[config.mk]
export PLATFORM = sky130hd
export DESIGN_NAME = pick_best_intra4
export DESIGN_NICKNAME = d
export VERILOG_FILES = /design/src/design/intra4_pkg.sv /design/src/design/intra4_ctrl.sv /design/src/design/intra4_predictor.sv /design/src/design/sse_accum.sv /design/src/design/mode_select.sv /design/src/design/pick_best_intra4.sv
export VERILOG_INCLUDE_DIRS = /design/src /design/src/design
export SDC_FILE = /design/constraint.sdc
export NUM_CORES = 2
export LEC_CHECK = 0
export ABC_AREA = 1
export BUFFER_PORTS_ARGS = -buffer_cell sky130_fd_sc_hd__buf_2
export CAP_MARGIN = 20
export CORE_MARGIN = 2
export CORE_UTILIZATION = 63
export CTS_CLUSTER_SIZE = 28
export DETAILED_ROUTE_END_ITERATION = 16
export PLACE_DENSITY = 0.92
export SLEW_MARGIN = 20
export SYNTH_ARGS = -nofsm -noshare
export SYNTH_HDL_FRONTEND = slang
export SYNTH_HIERARCHICAL = 1
export SYNTH_SLANG_ARGS = --single-unit
[constraint.sdc]
create_clock -name clk -period 21 [get_ports clk]
set_input_delay 3.15 -clock clk [delete_from_list [all_inputs] [get_ports clk]]
set_output_delay 3.15 -clock clk [all_outputs]
set_load 0.01 [all_outputs]
[src/design/intra4_macros.svh]
`ifndef INTRA4_MACROS_SVH
`define INTRA4_MACROS_SVH

// ----------------------------------------------------------------------
// Block geometry
// ----------------------------------------------------------------------
`define PIX_W       8
`define BLK_N       4
`define NUM_MODES   4

// Datapath widths
`define SSE_W       24
`define SCORE_W     32
`define LAMBDA_W    16
`define COST_W      11

// ----------------------------------------------------------------------
// Fixed mode header costs, DC/TM/VE/HE
// ----------------------------------------------------------------------
`define COST_DC     40
`define COST_TM     1151
`define COST_VE     1723
`define COST_HE     1874

`endif

[src/design/intra4_pkg.sv]
`include "intra4_macros.svh"

package intra4_pkg;

    // One luma sample
    typedef logic [`PIX_W-1:0] pixel_t;

    // Four samples of one row, column 0 in the low byte
    typedef pixel_t [`BLK_N-1:0] row_t;

    // ------------------------------------------------------------------
    // 4x4 block, row 0 in the least significant word
    // ------------------------------------------------------------------
    // Predictor and source mux use the row view,
    // per-pixel checks use index row*4 + column
    typedef union packed {
        row_t   [`BLK_N-1:0]          rows;
        pixel_t [`BLK_N*`BLK_N-1:0]   pix;
    } block_u;

    // Sweep order matches the encoding
    typedef enum logic [1:0] {
        MODE_DC = 2'd0,
        MODE_TM = 2'd1,
        MODE_VE = 2'd2,
        MODE_HE = 2'd3
    } mode_t;

    // Rate-distortion score, 256*SSE + lambda*cost
    typedef logic [`SCORE_W-1:0] score_t;

    // Sum of squared errors over one block
    typedef logic [`SSE_W-1:0] sse_t;

endpackage

[src/design/intra4_ctrl.sv]
`timescale 1ns/10ps
`include "intra4_macros.svh"

module intra4_ctrl (
    input  logic              clk,
    input  logic              rst_n,
    input  logic              start_i,
    output intra4_pkg::mode_t cur_mode_o,
    output logic [1:0]        row_idx_o,
    output logic              acc_en_o,
    output logic              last_row_o,
    output logic              clear_o,
    output logic              done_o
);
    import intra4_pkg::*;

    localparam logic [1:0] ST_IDLE   = 2'd0;
    localparam logic [1:0] ST_SWEEP  = 2'd1;
    localparam logic [1:0] ST_FINISH = 2'd2;

    logic [1:0] state_q;

    assign last_row_o = acc_en_o && (row_idx_o == 2'(`BLK_N - 1));

    always_ff @(posedge clk or negedge rst_n) begin
        if (!rst_n) begin
            state_q    <= ST_IDLE;
            cur_mode_o <= MODE_DC;
            row_idx_o  <= '0;
            acc_en_o   <= 1'b0;
            clear_o    <= 1'b0;
            done_o     <= 1'b0;
        end else begin
            clear_o <= 1'b0;
            done_o  <= 1'b0;
            case (state_q)
                ST_IDLE: begin
                    if (start_i) begin
                        state_q    <= ST_SWEEP;
                        clear_o    <= 1'b1;
                        cur_mode_o <= MODE_DC;
                        row_idx_o  <= '0;
                    end
                end
                ST_SWEEP: begin
                    // First sweep cycle is the setup cycle
                    if (!acc_en_o) begin
                        acc_en_o <= 1'b1;
                    end else if (last_row_o) begin
                        row_idx_o <= '0;
                        if (cur_mode_o == mode_t'(`NUM_MODES - 1)) begin
                            acc_en_o   <= 1'b0;
                            cur_mode_o <= MODE_DC;
                            state_q    <= ST_FINISH;
                        end else begin
                            cur_mode_o <= mode_t'(cur_mode_o + 2'd1);
                        end
                    end else begin
                        row_idx_o <= row_idx_o + 2'd1;
                    end
                end
                ST_FINISH: begin
                    // Last score lands on this edge
                    done_o  <= 1'b1;
                    state_q <= ST_IDLE;
                end
                default: state_q <= ST_IDLE;
            endcase
        end
    end

endmodule

[src/design/intra4_predictor.sv]
`timescale 1ns/10ps
`include "intra4_macros.svh"

module intra4_predictor (
    input  intra4_pkg::mode_t          mode_i,
    input  logic [1:0]                 row_idx_i,
    input  intra4_pkg::pixel_t         top_left_i,
    input  logic [2*`BLK_N*`PIX_W-1:0] top_i,
    input  intra4_pkg::row_t           left_i,
    output intra4_pkg::row_t           row_o
);
    import intra4_pkg::*;

    function automatic pixel_t avg3(input pixel_t a, input pixel_t b, input pixel_t c);
        logic [`PIX_W+1:0] s;
        s = {2'b00, a} + {1'b0, b, 1'b0} + {2'b00, c} + (`PIX_W+2)'(2);
        return s[`PIX_W+1:2];
    endfunction

    // Neighbours with one extra sample on each side
    pixel_t                   top_ext  [0:`BLK_N+1];
    pixel_t                   left_ext [0:`BLK_N+1];
    logic [`PIX_W+2:0]        dc_sum;
    pixel_t                   dc_val;
    pixel_t                   he_val;
    logic [2:0]               row_ext;
    logic signed [`PIX_W+2:0] tm_val;

    // ------------------------------------------------------------------
    // Edge extension, DC and HE values
    // ------------------------------------------------------------------
    always_comb begin
        top_ext[0]  = top_left_i;
        left_ext[0] = top_left_i;
        for (int i = 0; i < `BLK_N; i++) begin
            top_ext[i+1]  = top_i[i*`PIX_W +: `PIX_W];
            left_ext[i+1] = left_i[i];
        end
        // First top-right pixel, left edge repeats its last sample
        top_ext[`BLK_N+1]  = top_i[`BLK_N*`PIX_W +: `PIX_W];
        left_ext[`BLK_N+1] = left_i[`BLK_N-1];

        dc_sum = (`PIX_W+3)'(4);
        for (int i = 1; i <= `BLK_N; i++) begin
            dc_sum = dc_sum + {3'b000, top_ext[i]} + {3'b000, left_ext[i]};
        end
        dc_val = dc_sum[`PIX_W+2:3];

        row_ext = {1'b0, row_idx_i};
        he_val  = avg3(left_ext[row_ext], left_ext[row_ext+3'd1], left_ext[row_ext+3'd2]);
    end

    // ------------------------------------------------------------------
    // Row output for the selected mode
    // ------------------------------------------------------------------
    always_comb begin
        for (int x = 0; x < `BLK_N; x++) begin
            tm_val = signed'({3'b000, top_ext[x+1]})
                   + signed'({3'b000, left_ext[row_ext+3'd1]})
                   - signed'({3'b000, top_left_i});
            case (mode_i)
                MODE_DC: row_o[x] = dc_val;
                MODE_TM: begin
                    // Saturate to the pixel range
                    if (tm_val < 0)
                        row_o[x] = '0;
                    else if (tm_val > (`PIX_W+3)'(255))
                        row_o[x] = '1;
                    else
                        row_o[x] = tm_val[`PIX_W-1:0];
                end
                MODE_VE: row_o[x] = avg3(top_ext[x], top_ext[x+1], top_ext[x+2]);
                MODE_HE: row_o[x] = he_val;
            endcase
        end
    end

endmodule

[src/design/sse_accum.sv]
`timescale 1ns/10ps
`include "intra4_macros.svh"

module sse_accum (
    input  logic               clk,
    input  logic               rst_n,
    input  logic               acc_en_i,
    input  logic               last_row_i,
    input  logic [1:0]         row_idx_i,
    input  intra4_pkg::row_t   src_row_i,
    input  intra4_pkg::row_t   pred_row_i,
    output intra4_pkg::sse_t   sse_o,
    output logic               sse_valid_o,
    output intra4_pkg::block_u mode_pred_o
);
    import intra4_pkg::*;

    sse_t                acc_q;
    logic [2*`PIX_W+1:0] row_sse;
    logic [`PIX_W-1:0]   abs_diff;
    logic [2*`PIX_W-1:0] sq;
    block_u              blk_q;
    block_u              blk_next;

    // Squared error of the current row
    always_comb begin
        row_sse = '0;
        for (int x = 0; x < `BLK_N; x++) begin
            if (src_row_i[x] > pred_row_i[x])
                abs_diff = src_row_i[x] - pred_row_i[x];
            else
                abs_diff = pred_row_i[x] - src_row_i[x];
            sq      = abs_diff * abs_diff;
            row_sse = row_sse + {2'b00, sq};
        end
    end

    always_comb begin
        blk_next                 = blk_q;
        blk_next.rows[row_idx_i] = pred_row_i;
    end

    always_ff @(posedge clk) begin
        if (acc_en_i)
            blk_q <= blk_next;
    end

    always_ff @(posedge clk or negedge rst_n) begin
        if (!rst_n) begin
            acc_q       <= '0;
            sse_o       <= '0;
            sse_valid_o <= 1'b0;
            mode_pred_o <= '0;
        end else begin
            sse_valid_o <= acc_en_i && last_row_i;
            if (acc_en_i) begin
                if (last_row_i) begin
                    // Hand off this mode and restart for the next one
                    sse_o       <= acc_q + sse_t'(row_sse);
                    mode_pred_o <= blk_next;
                    acc_q       <= '0;
                end else begin
                    acc_q <= acc_q + sse_t'(row_sse);
                end
            end
        end
    end

endmodule

[src/design/mode_select.sv]
`timescale 1ns/10ps
`include "intra4_macros.svh"

module mode_select (
    input  logic                 clk,
    input  logic                 rst_n,
    input  logic                 clear_i,
    input  logic                 sse_valid_i,
    input  intra4_pkg::sse_t     sse_i,
    input  intra4_pkg::mode_t    mode_i,
    input  intra4_pkg::block_u   mode_pred_i,
    input  logic [`LAMBDA_W-1:0] lambda_i,
    output intra4_pkg::mode_t    best_mode_o,
    output intra4_pkg::score_t   best_score_o,
    output intra4_pkg::block_u   best_pred_o
);
    import intra4_pkg::*;

    logic [`COST_W-1:0] mode_cost;
    score_t             cand_score;
    logic               first_q;

    always_comb begin
        case (mode_i)
            MODE_DC: mode_cost = `COST_W'(`COST_DC);
            MODE_TM: mode_cost = `COST_W'(`COST_TM);
            MODE_VE: mode_cost = `COST_W'(`COST_VE);
            MODE_HE: mode_cost = `COST_W'(`COST_HE);
        endcase
    end

    // 256*SSE + lambda*cost
    assign cand_score = score_t'({sse_i, 8'd0}) + score_t'(lambda_i) * score_t'(mode_cost);

    always_ff @(posedge clk or negedge rst_n) begin
        if (!rst_n) begin
            first_q      <= 1'b0;
            best_mode_o  <= MODE_DC;
            best_score_o <= '0;
            best_pred_o  <= '0;
        end else begin
            if (clear_i)
                first_q <= 1'b1;
            // Strict compare, so ties keep the earlier mode
            if (sse_valid_i && (first_q || cand_score < best_score_o)) begin
                first_q      <= 1'b0;
                best_mode_o  <= mode_i;
                best_score_o <= cand_score;
                best_pred_o  <= mode_pred_i;
            end
        end
    end

endmodule

[src/design/pick_best_intra4.sv]
`timescale 1ns/10ps
`include "intra4_macros.svh"

module pick_best_intra4 (
    input  logic                       clk,
    input  logic                       rst_n,
    input  logic                       start_i,
    input  intra4_pkg::block_u         src_i,
    input  intra4_pkg::pixel_t         top_left_i,
    input  logic [2*`BLK_N*`PIX_W-1:0] top_i,
    input  intra4_pkg::row_t           left_i,
    input  logic [`LAMBDA_W-1:0]       lambda_i,
    output logic                       done_o,
    output intra4_pkg::mode_t          mode_o,
    output intra4_pkg::score_t         score_o,
    output intra4_pkg::block_u         pred_o
);

    intra4_pkg::mode_t  cur_mode;
    intra4_pkg::mode_t  scored_mode;
    logic [1:0]         row_idx;
    logic               acc_en;
    logic               last_row;
    logic               clear;
    intra4_pkg::row_t   src_row;
    intra4_pkg::row_t   pred_row;
    intra4_pkg::sse_t   sse;
    logic               sse_valid;
    intra4_pkg::block_u mode_pred;

    assign src_row = src_i.rows[row_idx];

    // SSE of a mode is ready one step after the counter has moved on
    assign scored_mode = intra4_pkg::mode_t'(cur_mode - 2'd1);

    intra4_ctrl u_ctrl (
        .clk        (clk),
        .rst_n      (rst_n),
        .start_i    (start_i),
        .cur_mode_o (cur_mode),
        .row_idx_o  (row_idx),
        .acc_en_o   (acc_en),
        .last_row_o (last_row),
        .clear_o    (clear),
        .done_o     (done_o)
    );

    intra4_predictor u_pred (
        .mode_i     (cur_mode),
        .row_idx_i  (row_idx),
        .top_left_i (top_left_i),
        .top_i      (top_i),
        .left_i     (left_i),
        .row_o      (pred_row)
    );

    sse_accum u_sse (
        .clk         (clk),
        .rst_n       (rst_n),
        .acc_en_i    (acc_en),
        .last_row_i  (last_row),
        .row_idx_i   (row_idx),
        .src_row_i   (src_row),
        .pred_row_i  (pred_row),
        .sse_o       (sse),
        .sse_valid_o (sse_valid),
        .mode_pred_o (mode_pred)
    );

    mode_select u_sel (
        .clk          (clk),
        .rst_n        (rst_n),
        .clear_i      (clear),
        .sse_valid_i  (sse_valid),
        .sse_i        (sse),
        .mode_i       (scored_mode),
        .mode_pred_i  (mode_pred),
        .lambda_i     (lambda_i),
        .best_mode_o  (mode_o),
        .best_score_o (score_o),
        .best_pred_o  (pred_o)
    );

endmodule

==> impl_metrics.tcl <==
set metrics [dict create \
    final_max_slew_viol_count 0 \
    fin_crit_sh_pct 68.9 \
    setup_tns_ps 0 \
    cts_buffers 43 \
    grt_use_met2_pct 59.5 \
    synth_seq_cells 477 \
    cts.sinks 477 \
    wl_per_cell_um 19.2 \
    cp.required_ps 21440 \
    htree_levels 2 \
    routed_wl_mm 141 \
    fin_area_um2 51200 \
    synth_top_cell_area_share_pct 19.6 \
    synth_nets 7168 \
    synth.most_common_cell "nand2_1" \
    cts.clk_slew.worst_paths_ps 70 \
    seqCellArea_um2 12600 \
    status "completed" \
    cpPeakStageDelay_ps 620 \
    slew-limit-headroom_pct 25.4 \
    antenna_found_initial 2 \
    crit_fanout 9 \
    grt_usage_pct 36.9 \
    cts_tree "done" \
    yosys_warnings 6 \
    rows 100 \
    fp.dieH_um 278 \
    synth_top_area_cell "fa_1" \
    multi_input_area_um2 29200 \
    maxCapViolCount 0 \
    fillers 5699 \
    drt_first_pass_iters 6 \
    cts_buffer_depth 3 \
    die_area_um2 77100 \
    layout-drive-gt1-share_pct 10.3 \
    worst_slew_pin_slew_ps 1120 \
    ys_top_cells_by_count "1888 x nand2_1, 1172 x inv_1, 461 x fa_1, 372 x nand3_1, 369 x ha_1" \
    clock_latency_ps 560 \
    ant_nets 0 \
    fin_skew_ps 17.3 \
    cts-hold-fix-buffers 0 \
    synth_cell_types 52 \
    grtUsageMet3_pct 7.47 \
    cts_resized 0 \
    pin_count 414 \
    busiest_layer "met2" \
    seq_area_frac_synth_pct 26.7 \
    global_route.overflow_total 0 \
    hold_viol 0 \
    max_clock_freq_ghz 0.0691 \
    crit_path_end_kind "flip-flop" \
    post_cts_buffers 0 \
    port_buffers 389 \
    syn-cell-area_um2 47200 \
    nets 7453 \
    fin_crit_ps 14470 \
    synth_ff_type "dfrtp_1" \
    drt_iter0_markers 5112 \
    synthTopCellsByArea "fa_1 20%, dfrtp_1 19%, nand2_1 15%, ha_1 9.8%, inv_1 9.3%" \
    vias 42400 \
    path_buf_inv 6 \
    crit_slowest_cell "inv_1" \
    core_region_area_um2 74300 \
    grtUsageMet1_pct 47.2 \
    finalSetupViolCount 0 \
    avgSynthCellArea_um2 7.75 \
    synth_edf_count 128 \
    clockRootBuffer "clkbuf_16" \
    critPathArrivalTime_ps 14910 \
    synthArstFlopShare_pct 73.2 \
    synthCells 6087 \
    drc 0 \
    drt-vias-per-instance 5.74 \
    rsz0062_at_grt "no" \
    dp.final_hpwl_mm 107 \
    start_kind "input port" \
    grt_first_pass_wirelength_mm 223 \
    die_w_um 278 \
    start_util_pct 63.5 \
    globalplace.congestion 1.05 \
    hp-class "reg2reg" \
    path_delay_family "adder cells" \
    grt_max_degree 160 \
    first_global_vias 42100 \
    placed_area_um2 49700 \
    critPathKind "in2reg" \
    synthToLayoutAreaGrowth_pct 8.48 \
]
cell families after synthesis:
kind of cell	Yosys count	share of synthesized area, %
adder cells (fa/ha/maj)	830	29.4
flip-flops	477	26.7
XOR/XNOR	80	1.50
AO/OA/AOI/OAI	502	5.79
buffers and inverters	1370	11.4
AND/OR/NAND/NOR	2828	25.3
per-stage QoR:
stage / setup WS, ps / hold slack [ps] / util, % / std cells
finish: 6530 / 469 / 68.8 / 7381
global route: 6150 / 485 / 68.8 / 7376
CTS: 6800 / 470 / 68.8 / 7374
detailed placement: 6230 / 454 / 66.8 / 7295
global placement: 6380 / 451 / 66.8 / 7295
floorplan: 8020 / 449 / - / 6087
flip-flops by register name, summed over array words and instances (netlist names):
name                cells
u_sel/best_pred_o     128
u_ctrl/state_q          2
u_sel/best_mode_o       2
u_sel/first_q           1
u_sse/mode_pred_o     128
u_ctrl/row_idx_o        2
u_ctrl/clear_o          1
u_sse/acc_q            24
u_ctrl/done_o           1
u_sel/best_score_o     32
u_sse/sse_o            24
u_sse/sse_valid_o       1
u_ctrl/acc_en_o         1
u_sse/blk_q           128
u_ctrl/cur_mode_o       2
worst reg2reg max path: cells and delay by family, from the launching register on:
family | cells | cell delay (ps)
AOI/OAI and AO/OA | 3 | 1450
adders and majority gates | 13 | 5810
buffers and inverters | 8 | 1740
DFF | 1 | 660
and+or+nand+nor | 25 | 3310
metal layers:
| layer | vias up | wire (µm) | part of all wire (%) |
|---|---|---|---|
| met2 | 2614 | 65400 | 46 |
| li1 | 19200 | - | - |
| met4 | 0 | 8690 | 6.1 |
| met1 | 20000 | 52400 | 37 |
| met5 | - | 0 | 0 |
| met3 | 557 | 15000 | 11 |
cell usage in the layout (no fill, tap or decap), types with 7 or more instances in the layout:
cell type  synthesis  final
a211oi_1           7      7
a21o_1            17     17
a21oi_1          203    203
buf_2             45    388
buf_4             13     19
clkbuf_1          85     11
clkbuf_16          0     46
dfrtp_1          349    345
edfxtp_1         128    128
fa_1             461    461
ha_1             369    369
inv_1           1172   1172
inv_2             25     24
nand2_1         1888   1886
nand2_2           51     50
nand2_4           10     12
nand3_1          372    372
nand3_2           44     44
nand3b_1          16     16
nand4_1           49     49
nor2_1           335    334
nor2_2            19     19
nor3_1            12     12
o21a_1            15     15
o21ai_0          210    210
o21ai_1            8      8
o21bai_1          14     14
o22ai_1           10     10
or2_2             10     10
xnor2_1           37     37
xor2_1            42     42
final timing paths:
path | startpoint | to | slack (ps) | depth (start not counted)
worst max-delay path | top_i[18] | u_sse/sse_o[12] | 6530 | 45
worst min-delay path | u_sel/best_pred_o[104] | u_sel/best_pred_o[104] | 470 | 2
worst max register to register | u_ctrl/row_idx_o[1] | u_sse/sse_o[12] | 7930 | 49
worst min register to register | u_sel/best_pred_o[104] | u_sel/best_pred_o[104] | 470 | 2
min in group asynchronous | rst_n | u_sel/best_score_o[5] | 2620 | 1
max in group asynchronous | rst_n | u_sse/sse_valid_o | 16860 | 2
area by class of cell:
type,instances,share of cell area (%)
Antenna cell,6,0.0293
Sequential cell,477,24.6
Tap cell,969,2.37
Clock inverter,17,0.357
Inverter,1199,8.81
Timing Repair Buffer,411,4.22
Clock buffer,62,2.46
Multi-Input combinational cell,4240,57.1
Power is left out: the tool's default activity adds up to more than one toggle a clock period on the data nets, which glitch-free logic cannot reach.
